`src/source/rv32_decoder_cfg.svh`:
```
`ifndef RV32_DECODER_CFG_SVH
`define RV32_DECODER_CFG_SVH

// Datapath widths
`define DATA_WIDTH     32
`define REG_ADDR_WIDTH 5
`define ALU_OP_WIDTH   4
`define LSU_CTRL_WIDTH 4

// Major opcodes handled by the decoder
`define OPCODE_LOAD  7'b0000011
`define OPCODE_STORE 7'b0100011
`define OPCODE_OPIMM 7'b0010011
`define OPCODE_OP    7'b0110011
`define OPCODE_LUI   7'b0110111
`define OPCODE_AUIPC 7'b0010111
`define OPCODE_JAL   7'b1101111

`define ALU_OP_ADD  4'b0000
`define FUNCT3_SLL  3'b001
`define FUNCT3_SRX  3'b101   // SRLI and SRAI, bit 30 tells them apart
`define LINK_OFFSET 4        // Return address is PC + 4

`endif

```
`src/source/rv32_decoder_pkg.sv`:
```
`include "rv32_decoder_cfg.svh"

package rv32_decoder_pkg;

  typedef logic [`DATA_WIDTH-1:0]     data_t;
  typedef logic [`REG_ADDR_WIDTH-1:0] reg_addr_t;
  typedef logic [`ALU_OP_WIDTH-1:0]   alu_op_t;
  typedef logic [`LSU_CTRL_WIDTH-1:0] lsu_ctrl_t;   // {store, funct3}

  // Immediate layout selected by the opcode decode
  typedef enum logic [2:0] {
    FMT_NONE,
    FMT_I,
    FMT_SHAMT,
    FMT_S,
    FMT_U,
    FMT_J,
    FMT_LINK
  } imm_fmt_t;

  // Decoder control states, one-hot
  typedef enum logic [5:0] {
    S_OK         = 6'b000001,
    S_STALL      = 6'b000010,
    S_JAL        = 6'b000100,
    S_JAL_WAIT_1 = 6'b001000,
    S_JAL_WAIT_2 = 6'b010000,
    S_ERROR      = 6'b100000
  } dec_state_t;

  // J-type offset, bits scattered over the instruction word
  function automatic data_t j_imm(data_t instr);
    return {{(`DATA_WIDTH-21){instr[31]}}, instr[31], instr[19:12], instr[20],
            instr[30:21], 1'b0};
  endfunction

endpackage

```
`src/source/imm_gen.sv`:
```
`include "rv32_decoder_cfg.svh"

module imm_gen import rv32_decoder_pkg::*; (
  input  data_t    instr_i,
  input  imm_fmt_t imm_fmt_i,
  output data_t    imm_o
);

  logic sign;

  assign sign = instr_i[31];   // All signed formats keep the sign in bit 31

  always_comb begin
    case (imm_fmt_i)
      FMT_I: begin
        imm_o = {{(`DATA_WIDTH-12){sign}}, instr_i[31:20]};
      end
      FMT_SHAMT: begin
        imm_o = {{(`DATA_WIDTH-5){1'b0}}, instr_i[24:20]};   // Never sign-extended
      end
      FMT_S: begin
        imm_o = {{(`DATA_WIDTH-12){sign}}, instr_i[31:25], instr_i[11:7]};
      end
      FMT_U: begin
        imm_o = {instr_i[31:12], 12'b0};
      end
      FMT_J: begin
        imm_o = j_imm(instr_i);
      end
      FMT_LINK: begin
        // JAL writes PC + 4, ALU adds this to the PC
        imm_o = data_t'(`LINK_OFFSET);
      end
      default: begin
        imm_o = '0;
      end
    endcase
  end

endmodule

```
`src/source/ctrl_decode.sv`:
```
`include "rv32_decoder_cfg.svh"

module ctrl_decode import rv32_decoder_pkg::*; (
  input  data_t     instr_i,
  output alu_op_t   alu_sel_o,
  output logic      alu_op_a_o,
  output logic      alu_op_b_o,
  output logic      use_pc_o,
  output logic      alu_wb_o,
  output logic      lsu_valid_o,
  output lsu_ctrl_t lsu_ctrl_o,
  output reg_addr_t rs1_o,
  output reg_addr_t rs2_o,
  output reg_addr_t rd_o,
  output logic      use_rs1_o,
  output logic      use_rs2_o,
  output logic      is_jal_o,
  output logic      is_store_o,
  output logic      illegal_o,
  output imm_fmt_t  imm_fmt_o
);

  logic [6:0] opcode;
  logic [2:0] funct3;

  assign opcode = instr_i[6:0];
  assign funct3 = instr_i[14:12];

  // S-type has no rd, the field is imm[4:0] there
  assign rd_o       = instr_i[11:7];
  assign rs1_o      = use_rs1_o ? instr_i[19:15] : '0;
  assign rs2_o      = use_rs2_o ? instr_i[24:20] : '0;
  assign lsu_ctrl_o = {is_store_o, funct3};

  //////////////////////////////////////////////////////////////////////
  // Opcode decode
  //////////////////////////////////////////////////////////////////////
  always_comb begin
    alu_sel_o   = `ALU_OP_ADD;
    alu_op_a_o  = 1'b0;
    alu_op_b_o  = 1'b0;
    use_pc_o    = 1'b0;
    alu_wb_o    = 1'b0;
    lsu_valid_o = 1'b0;
    use_rs1_o   = 1'b0;
    use_rs2_o   = 1'b0;
    is_jal_o    = 1'b0;
    is_store_o  = 1'b0;
    illegal_o   = 1'b0;
    imm_fmt_o   = FMT_NONE;

    case (opcode)
      `OPCODE_OP: begin
        alu_sel_o  = {instr_i[30], funct3};   // Bit 30 picks SUB and SRA
        alu_op_a_o = 1'b1;
        alu_op_b_o = 1'b1;
        use_rs1_o  = 1'b1;
        use_rs2_o  = 1'b1;
        alu_wb_o   = 1'b1;
      end
      `OPCODE_OPIMM: begin
        alu_op_a_o = 1'b1;
        use_rs1_o  = 1'b1;
        alu_wb_o   = 1'b1;
        if (funct3 == `FUNCT3_SLL || funct3 == `FUNCT3_SRX) begin
          alu_sel_o = {instr_i[30], funct3};
          imm_fmt_o = FMT_SHAMT;
        end else begin
          alu_sel_o = {1'b0, funct3};   // No SUBI, bit 30 is immediate data
          imm_fmt_o = FMT_I;
        end
      end
      `OPCODE_LOAD: begin
        alu_op_a_o  = 1'b1;   // Address is rs1 + imm
        use_rs1_o   = 1'b1;
        lsu_valid_o = 1'b1;
        imm_fmt_o   = FMT_I;
      end
      `OPCODE_STORE: begin
        alu_op_a_o  = 1'b1;
        use_rs1_o   = 1'b1;
        use_rs2_o   = 1'b1;   // Store data
        lsu_valid_o = 1'b1;
        is_store_o  = 1'b1;
        imm_fmt_o   = FMT_S;
      end
      `OPCODE_LUI: begin
        alu_op_a_o = 1'b1;   // rs1 stays x0, so result is the immediate
        alu_wb_o   = 1'b1;
        imm_fmt_o  = FMT_U;
      end
      `OPCODE_AUIPC: begin
        alu_op_a_o = 1'b1;
        use_pc_o   = 1'b1;
        alu_wb_o   = 1'b1;
        imm_fmt_o  = FMT_U;
      end
      `OPCODE_JAL: begin
        use_pc_o  = 1'b1;   // Link value PC + 4
        alu_wb_o  = 1'b1;
        is_jal_o  = 1'b1;
        imm_fmt_o = FMT_LINK;
      end
      default: begin
        // BRANCH, JALR, SYSTEM, MISC-MEM and unknown opcodes
        illegal_o = 1'b1;
      end
    endcase
  end

endmodule

```
`src/source/hazard_fsm.sv`:
```
module hazard_fsm import rv32_decoder_pkg::*; (
  input  logic      clk_i,
  input  logic      rstn_i,
  input  logic      instr_valid_i,
  input  data_t     instr_i,
  input  reg_addr_t rs1_i,
  input  reg_addr_t rs2_i,
  input  logic      use_rs1_i,
  input  logic      use_rs2_i,
  input  reg_addr_t rd_i,
  input  logic      is_jal_i,
  input  logic      is_store_i,
  input  logic      illegal_i,
  output logic      ready_o,
  output logic      issue_o,
  output logic      jmp_o,
  output data_t     jmp_addr_o
);

  dec_state_t state_q;
  dec_state_t state_d;
  reg_addr_t  prev_rd_q;   // Destination of the last valid instruction
  logic       rs1_hit;
  logic       rs2_hit;
  logic       hazard;

  // x0 never creates a dependency
  assign rs1_hit = use_rs1_i && (rs1_i != '0) && (rs1_i == prev_rd_q);
  assign rs2_hit = use_rs2_i && (rs2_i != '0) && (rs2_i == prev_rd_q);
  assign hazard  = (rs1_hit || rs2_hit) && (state_q != S_STALL);

  //////////////////////////////////////////////////////////////////////
  // Next state
  //////////////////////////////////////////////////////////////////////
  always_comb begin
    case (state_q)
      S_JAL:        state_d = S_JAL_WAIT_1;
      S_JAL_WAIT_1: state_d = S_JAL_WAIT_2;
      S_ERROR:      state_d = S_ERROR;   // Only reset leaves
      default: begin
        // S_OK, S_STALL and S_JAL_WAIT_2 all decode a fresh instruction
        if (!instr_valid_i) begin
          state_d = S_OK;
        end else if (illegal_i) begin
          state_d = S_ERROR;
        end else if (hazard) begin
          state_d = S_STALL;
        end else if (is_jal_i) begin
          state_d = S_JAL;
        end else begin
          state_d = S_OK;
        end
      end
    endcase
  end

  // Outputs follow the next state so fetch sees them in the same cycle
  assign ready_o    = (state_d == S_OK) || (state_d == S_JAL_WAIT_2);
  assign issue_o    = instr_valid_i && ready_o;
  assign jmp_o      = (state_d == S_JAL);
  assign jmp_addr_o = jmp_o ? j_imm(instr_i) : '0;

  always_ff @(posedge clk_i) begin
    if (!rstn_i) begin
      state_q   <= S_OK;
      prev_rd_q <= '0;
    end else begin
      state_q <= state_d;
      if (instr_valid_i) begin
        prev_rd_q <= (is_store_i || illegal_i) ? '0 : rd_i;
      end
    end
  end

  a_jmp_one_cycle: assert property (@(posedge clk_i) disable iff (!rstn_i)
    jmp_o |=> !jmp_o);

  a_error_sticky: assert property (@(posedge clk_i) disable iff (!rstn_i)
    (state_q == S_ERROR) |=> (state_q == S_ERROR));

endmodule

```
`src/source/id_ex_regs.sv`:
```
module id_ex_regs import rv32_decoder_pkg::*; (
  input  logic      clk_i,
  input  logic      rstn_i,
  input  logic      issue_i,
  input  logic      instr_valid_i,
  input  alu_op_t   alu_sel_i,
  input  logic      alu_op_a_i,
  input  logic      alu_op_b_i,
  input  logic      use_pc_i,
  input  logic      alu_wb_i,
  input  logic      lsu_valid_i,
  input  lsu_ctrl_t lsu_ctrl_i,
  input  reg_addr_t rs1_i,
  input  reg_addr_t rs2_i,
  input  reg_addr_t rd_i,
  input  data_t     imm_i,
  input  logic      illegal_i,
  input  data_t     instr_addr_i,
  output alu_op_t   alu_sel_o,
  output logic      alu_op_a_o,
  output logic      alu_op_b_o,
  output logic      use_pc_o,
  output logic      alu_wb_o,
  output logic      lsu_valid_o,
  output lsu_ctrl_t lsu_ctrl_o,
  output reg_addr_t rf_addr_a_o,
  output reg_addr_t rf_addr_b_o,
  output reg_addr_t rd_o,
  output data_t     imm_o,
  output data_t     instr_addr_o,
  output logic      illegal_instr_o
);

  always_ff @(posedge clk_i) begin
    if (!rstn_i) begin
      alu_sel_o    <= '0;
      alu_op_a_o   <= 1'b0;
      alu_op_b_o   <= 1'b0;
      use_pc_o     <= 1'b0;
      alu_wb_o     <= 1'b0;
      lsu_valid_o  <= 1'b0;
      lsu_ctrl_o   <= '0;
      rf_addr_a_o  <= '0;
      rf_addr_b_o  <= '0;
      rd_o         <= '0;
      imm_o        <= '0;
      instr_addr_o <= '0;
    end else if (issue_i) begin
      alu_sel_o    <= alu_sel_i;
      alu_op_a_o   <= alu_op_a_i;
      alu_op_b_o   <= alu_op_b_i;
      use_pc_o     <= use_pc_i;
      alu_wb_o     <= alu_wb_i;
      lsu_valid_o  <= lsu_valid_i;
      lsu_ctrl_o   <= lsu_ctrl_i;
      rf_addr_a_o  <= rs1_i;
      rf_addr_b_o  <= rs2_i;
      rd_o         <= rd_i;
      imm_o        <= imm_i;
      instr_addr_o <= instr_addr_i;
    end else begin
      // Bubble, only the strobes drop
      use_pc_o    <= 1'b0;
      alu_wb_o    <= 1'b0;
      lsu_valid_o <= 1'b0;
    end
  end

  // Flag stays up until reset
  always_ff @(posedge clk_i) begin
    if (!rstn_i) begin
      illegal_instr_o <= 1'b0;
    end else if (instr_valid_i) begin
      illegal_instr_o <= illegal_instr_o | illegal_i;
    end
  end

  a_wb_lsu_excl: assert property (@(posedge clk_i) disable iff (!rstn_i)
    !(alu_wb_o && lsu_valid_o));

endmodule

```
`src/source/rv32_decoder.sv`:
```
module rv32_decoder import rv32_decoder_pkg::*; (
  input  logic      clk_i,
  input  logic      rstn_i,
  input  data_t     instr_i,
  input  data_t     instr_addr_i,
  input  logic      instr_valid_i,
  output logic      ready_o,
  output logic      jmp_o,
  output data_t     jmp_addr_o,
  output alu_op_t   alu_sel_o,
  output logic      alu_op_a_o,
  output logic      alu_op_b_o,
  output logic      use_pc_o,
  output logic      alu_wb_o,
  output logic      lsu_valid_o,
  output lsu_ctrl_t lsu_ctrl_o,
  output reg_addr_t rf_addr_a_o,
  output reg_addr_t rf_addr_b_o,
  output reg_addr_t rd_o,
  output data_t     imm_o,
  output data_t     instr_addr_o,
  output logic      illegal_instr_o
);

  // Decoded fields before the output register
  alu_op_t   dec_alu_sel;
  logic      dec_alu_op_a;
  logic      dec_alu_op_b;
  logic      dec_use_pc;
  logic      dec_alu_wb;
  logic      dec_lsu_valid;
  lsu_ctrl_t dec_lsu_ctrl;
  reg_addr_t dec_rs1;
  reg_addr_t dec_rs2;
  reg_addr_t dec_rd;
  logic      dec_use_rs1;
  logic      dec_use_rs2;
  logic      dec_is_jal;
  logic      dec_is_store;
  logic      dec_illegal;
  imm_fmt_t  dec_imm_fmt;
  data_t     dec_imm;
  logic      issue;

  ctrl_decode ctrl_decode0 (
    .instr_i     (instr_i),
    .alu_sel_o   (dec_alu_sel),
    .alu_op_a_o  (dec_alu_op_a),
    .alu_op_b_o  (dec_alu_op_b),
    .use_pc_o    (dec_use_pc),
    .alu_wb_o    (dec_alu_wb),
    .lsu_valid_o (dec_lsu_valid),
    .lsu_ctrl_o  (dec_lsu_ctrl),
    .rs1_o       (dec_rs1),
    .rs2_o       (dec_rs2),
    .rd_o        (dec_rd),
    .use_rs1_o   (dec_use_rs1),
    .use_rs2_o   (dec_use_rs2),
    .is_jal_o    (dec_is_jal),
    .is_store_o  (dec_is_store),
    .illegal_o   (dec_illegal),
    .imm_fmt_o   (dec_imm_fmt)
  );

  imm_gen imm_gen0 (
    .instr_i   (instr_i),
    .imm_fmt_i (dec_imm_fmt),
    .imm_o     (dec_imm)
  );

  // Clock, reset, fetch inputs and jump outputs connect by name
  hazard_fsm hazard_fsm0 (
    .rs1_i      (dec_rs1),
    .rs2_i      (dec_rs2),
    .use_rs1_i  (dec_use_rs1),
    .use_rs2_i  (dec_use_rs2),
    .rd_i       (dec_rd),
    .is_jal_i   (dec_is_jal),
    .is_store_i (dec_is_store),
    .illegal_i  (dec_illegal),
    .issue_o    (issue),
    .*
  );

  // Registered outputs connect by name to the top ports
  id_ex_regs id_ex_regs0 (
    .issue_i     (issue),
    .alu_sel_i   (dec_alu_sel),
    .alu_op_a_i  (dec_alu_op_a),
    .alu_op_b_i  (dec_alu_op_b),
    .use_pc_i    (dec_use_pc),
    .alu_wb_i    (dec_alu_wb),
    .lsu_valid_i (dec_lsu_valid),
    .lsu_ctrl_i  (dec_lsu_ctrl),
    .rs1_i       (dec_rs1),
    .rs2_i       (dec_rs2),
    .rd_i        (dec_rd),
    .imm_i       (dec_imm),
    .illegal_i   (dec_illegal),
    .*
  );

endmodule

```
`config.mk`:
```
export PLATFORM = sky130hd
export DESIGN_NAME = rv32_decoder
export DESIGN_NICKNAME = d
export VERILOG_FILES = /design/src/source/rv32_decoder_pkg.sv /design/src/source/imm_gen.sv /design/src/source/ctrl_decode.sv /design/src/source/hazard_fsm.sv /design/src/source/id_ex_regs.sv /design/src/source/rv32_decoder.sv
export VERILOG_INCLUDE_DIRS = /design/src /design/src/source
export SDC_FILE = /design/constraint.sdc
export NUM_CORES = 1
export LEC_CHECK = 0
export BUFFER_PORTS_ARGS = -buffer_cell sky130_fd_sc_hd__buf_4
export CELL_PAD_IN_SITES_DETAIL_PLACEMENT = 0
export CELL_PAD_IN_SITES_GLOBAL_PLACEMENT = 1
export CORE_ASPECT_RATIO = 1.75
export CORE_MARGIN = 10
export CORE_UTILIZATION = 38
export DETAILED_ROUTE_END_ITERATION = 7
export GPL_TIMING_DRIVEN = 0
export PLACE_DENSITY_LB_ADDON = 0.1
export RECOVER_POWER = 25
export SLEW_MARGIN = 20
export SYNTH_ARGS = -nofsm -noshare
export SYNTH_HDL_FRONTEND = slang
export SYNTH_SLANG_ARGS = --single-unit
```
`constraint.sdc`:
```
create_clock -name clk_i -period 4 [get_ports clk_i]
set_clock_uncertainty 0.15 [all_clocks]
set_input_delay 0.2 -clock clk_i [delete_from_list [all_inputs] [get_ports clk_i]]
set_output_delay 0.2 -clock clk_i [all_outputs]
set_load 0.005 [all_outputs]
```
==> impl_metrics.env <==
export IMPL_clkLatencyLatePin_ns=0.35
export IMPL_syn_area_per_cell_um2=8.730
export IMPL_p_leak_nw=3.743
export IMPL_grt_first_pass_wirelength_mm=27.42
export IMPL_dpl_cell_count=933
export IMPL_layout_setup_ws_ns=1.088
export IMPL_ys_ff_latch=104
export IMPL_synthCells=570
export IMPL_fin_nets=888
export IMPL_grt_remaining_overflow=0
export IMPL_port_buffers=192
export IMPL_final_util_pct=56.88
export IMPL_die_h_um=171.4
export IMPL_drv_slew=0
export IMPL_die_area_um2=18250
export IMPL_h_tree_depth=3
export IMPL_io_pins=194
export IMPL_synth_most_common_cell="nand2_1"
export IMPL_pre_cts_slack_ns=1.539
export IMPL_clockRootBuffer="clkbuf_16"
export IMPL_postRouteAntennaNets=0
export IMPL_cp_max_fo=12
export IMPL_ys_warn_count=0
export IMPL_synth_area_um2=4976
export IMPL_numCtsBuffers=9
export IMPL_wirelength_mm=17.84
export IMPL_synth_common_cells="nand2_1, dfxtp_1, mux2i_1"
export IMPL_period_share_pct=72.81
export IMPL_tritoncts="done"
export IMPL_antenna_found_initial=0
export IMPL_end_kind="output port"
export IMPL_grt_max_degree=18
export IMPL_core_area_um2=12870
export IMPL_cts_path_max_buffers=2
export IMPL_finalHoldViolations=0
export IMPL_powerDensity_nw_per_um2=300.9
export IMPL_gp_congestion=0.8829
export IMPL_start_util_pct=38.67
export IMPL_outcome="complete, no violations"
export IMPL_hpwl_mm=13.81
export IMPL_drive_gt1_share_pct=25.42
export IMPL_holdWs_ns=0.01599
export IMPL_final_cells=997
export IMPL_worstSetupPathType="input pin to output port"
export IMPL_synth_top_area_share_pct=41.84
export IMPL_grt_pass1_vias=4990
export IMPL_synth_edf_count=0
export IMPL_rows=55
export IMPL_synth_distinct_cells=41
export IMPL_ir_worst_vdd_v=0.0001980
export IMPL_drc=0
export IMPL_cts_sinks=104
export IMPL_cap_violations=0
export IMPL_rsz0062_at_grt="false"
export IMPL_async_flop_share_pct=0
export IMPL_synth_top_cell_by_area="dfxtp_1"
export IMPL_min_path_type="input pin to flip-flop"
export IMPL_relSlewSlack_pct=34.44
export IMPL_ys_flop_type="dfxtp_1"
export IMPL_cp_start_kind="input pin"
export IMPL_avgViaCountPerCell=4.820
export IMPL_track_usage_pct=19.14
export IMPL_area_growth_pct=47.10
export IMPL_finalSetupViolCount=0
export IMPL_post_cts_resize_count=0
export IMPL_worstMarginPinSlew_ns=0.9754
export IMPL_critPathRequiredTime_ns=3.65
export IMPL_dr_pass1_iters=5
export IMPL_cts_clk_slew_worst_paths_ns=0.06
export IMPL_vias=4806
export IMPL_initialDrtViolationCount=160
export IMPL_fmax_ghz=0.3434
export IMPL_fin_setup_tns_ns=0
export IMPL_post_drt_wl_per_cell_um=17.89
export IMPL_insertedDiodeCount=0
export IMPL_yosysSeqAreaShare_pct=41.84
export IMPL_synth_area_top_cells="dfxtp_1, mux2i_1, nand2_1"
export IMPL_cp_arrival_ns=2.56
export IMPL_fin_crit_ns=2.912
export IMPL_synth_net_count=637
export IMPL_die_x_um=106.5
through the flow:
| step | total power (W) | area, µm² |
|---|---|---|
| CTS | 0.002221 | 7417 |
| detailed placement | 0.001271 | 6631 |
| global placement | 0.001268 | 6631 |
| finish | 0.002203 | 7320 |
| global route | 0.002284 | 7320 |
| floorplan | 0.001158 | 4976 |
where the power goes:
part | switching, W | internal, W | leakage, nW
Clock | 0.000411 | 0.000508 | 0.143
Combinational | 0.000119 | 0.000119 | 2.76
Sequential | 0.00000375 | 0.00104 | 0.839
layer usage:
| layer | wire length [µm] | track usage (%) | share of wire (%) | vias up |
|---|---|---|---|---|
| li1 | - | - | - | 2384 |
| met1 | 6852 | 19.88 | 38 | 2231 |
| met2 | 9476 | 35.88 | 53 | 167 |
| met3 | 1164 | 5.395 | 6.5 | 24 |
| met4 | 345 | 6.091 | 1.9 | 0 |
| met5 | 0 | 0 | 0 | - |
cell families after synthesis:
logic type | Yosys count | synth area share (%)
AO/OA/AOI/OAI | 53 | 7.795
XOR/XNOR | 10 | 1.760
buffers and inverters | 58 | 8.197
flip-flops | 104 | 41.84
multiplexers | 89 | 17.90
other | 1 | 0.07536
AND/OR/NAND/NOR | 255 | 22.43
cell usage in the layout, fill, tap and decap left out, types with 5 or more instances in the layout:
master,synthesis,routed
clkbuf_16,0,9
clkbuf_4,0,31
xor2_1,8,8
a21o_1,16,16
nor2b_1,6,6
buf_12,8,8
nand2_1,173,173
dlygate4sd3_1,0,48
buf_4,13,148
a22oi_1,5,5
nor2_1,15,15
inv_1,6,6
nor3_1,7,7
mux2i_1,89,89
o21ai_0,10,10
nor4_1,7,7
a21oi_1,5,5
nand3_1,10,10
dfxtp_1,104,104
clkbuf_1,29,55
and2_1,28,28
critical path, cell delays in order:
cell and delay [ns]:
dlygate4sd3_1 0.55, buf_4 0.17, nand2b_1 0.17, nor2_1 0.20, nand3_1 0.26, nor2_1 0.26
and2_1 0.45, buf_4 0.19, buf_4 0.10
final cells by class:
cell class	count	area (µm²)
Clock inverter	5	62.56
Fill cell	1217	5549
Multi-Input combinational cell	408	2486
Timing Repair Buffer	240	1824
Tap cell	171	214.0
Sequential cell	104	2082
Inverter	6	22.52
Clock buffer	11	242.7
Buffer	52	385.4
flip-flops by register name, indices dropped and copies added (netlist names), 4 cells and up:
register	cells
id_ex_regs0.imm_o	32
id_ex_regs0.instr_addr_o	32
hazard_fsm0.state_q	6
hazard_fsm0.prev_rd_q	5
id_ex_regs0.rd_o	5
id_ex_regs0.rf_addr_a_o	5
id_ex_regs0.rf_addr_b_o	5
id_ex_regs0.alu_sel_o	4
id_ex_regs0.lsu_ctrl_o	4
repair_timing:
item                      in CTS  in global routing
buffers inserted               0                  0
hold buffers                  48                  0
hold endpoints to repair      53                  0
worst paths after layout:
kind,from,end,slack (ns),depth (start not counted)
min reg2reg,id_ex_regs0.imm_o[26]$_SDFFE_PN0P_,id_ex_regs0.imm_o[26]$_SDFFE_PN0P_,0.31,2
max reg2reg,hazard_fsm0.prev_rd_q[4]$_SDFFE_PN0P_,id_ex_regs0.imm_o[25]$_SDFFE_PN0P_,1.66,8
max,instr_i[4],jmp_addr_o[31],1.09,9
min,instr_i[23],id_ex_regs0.rf_addr_b_o[3]$_SDFFE_PN0P_,0.02,3
(Power assumes the default switching activity.)
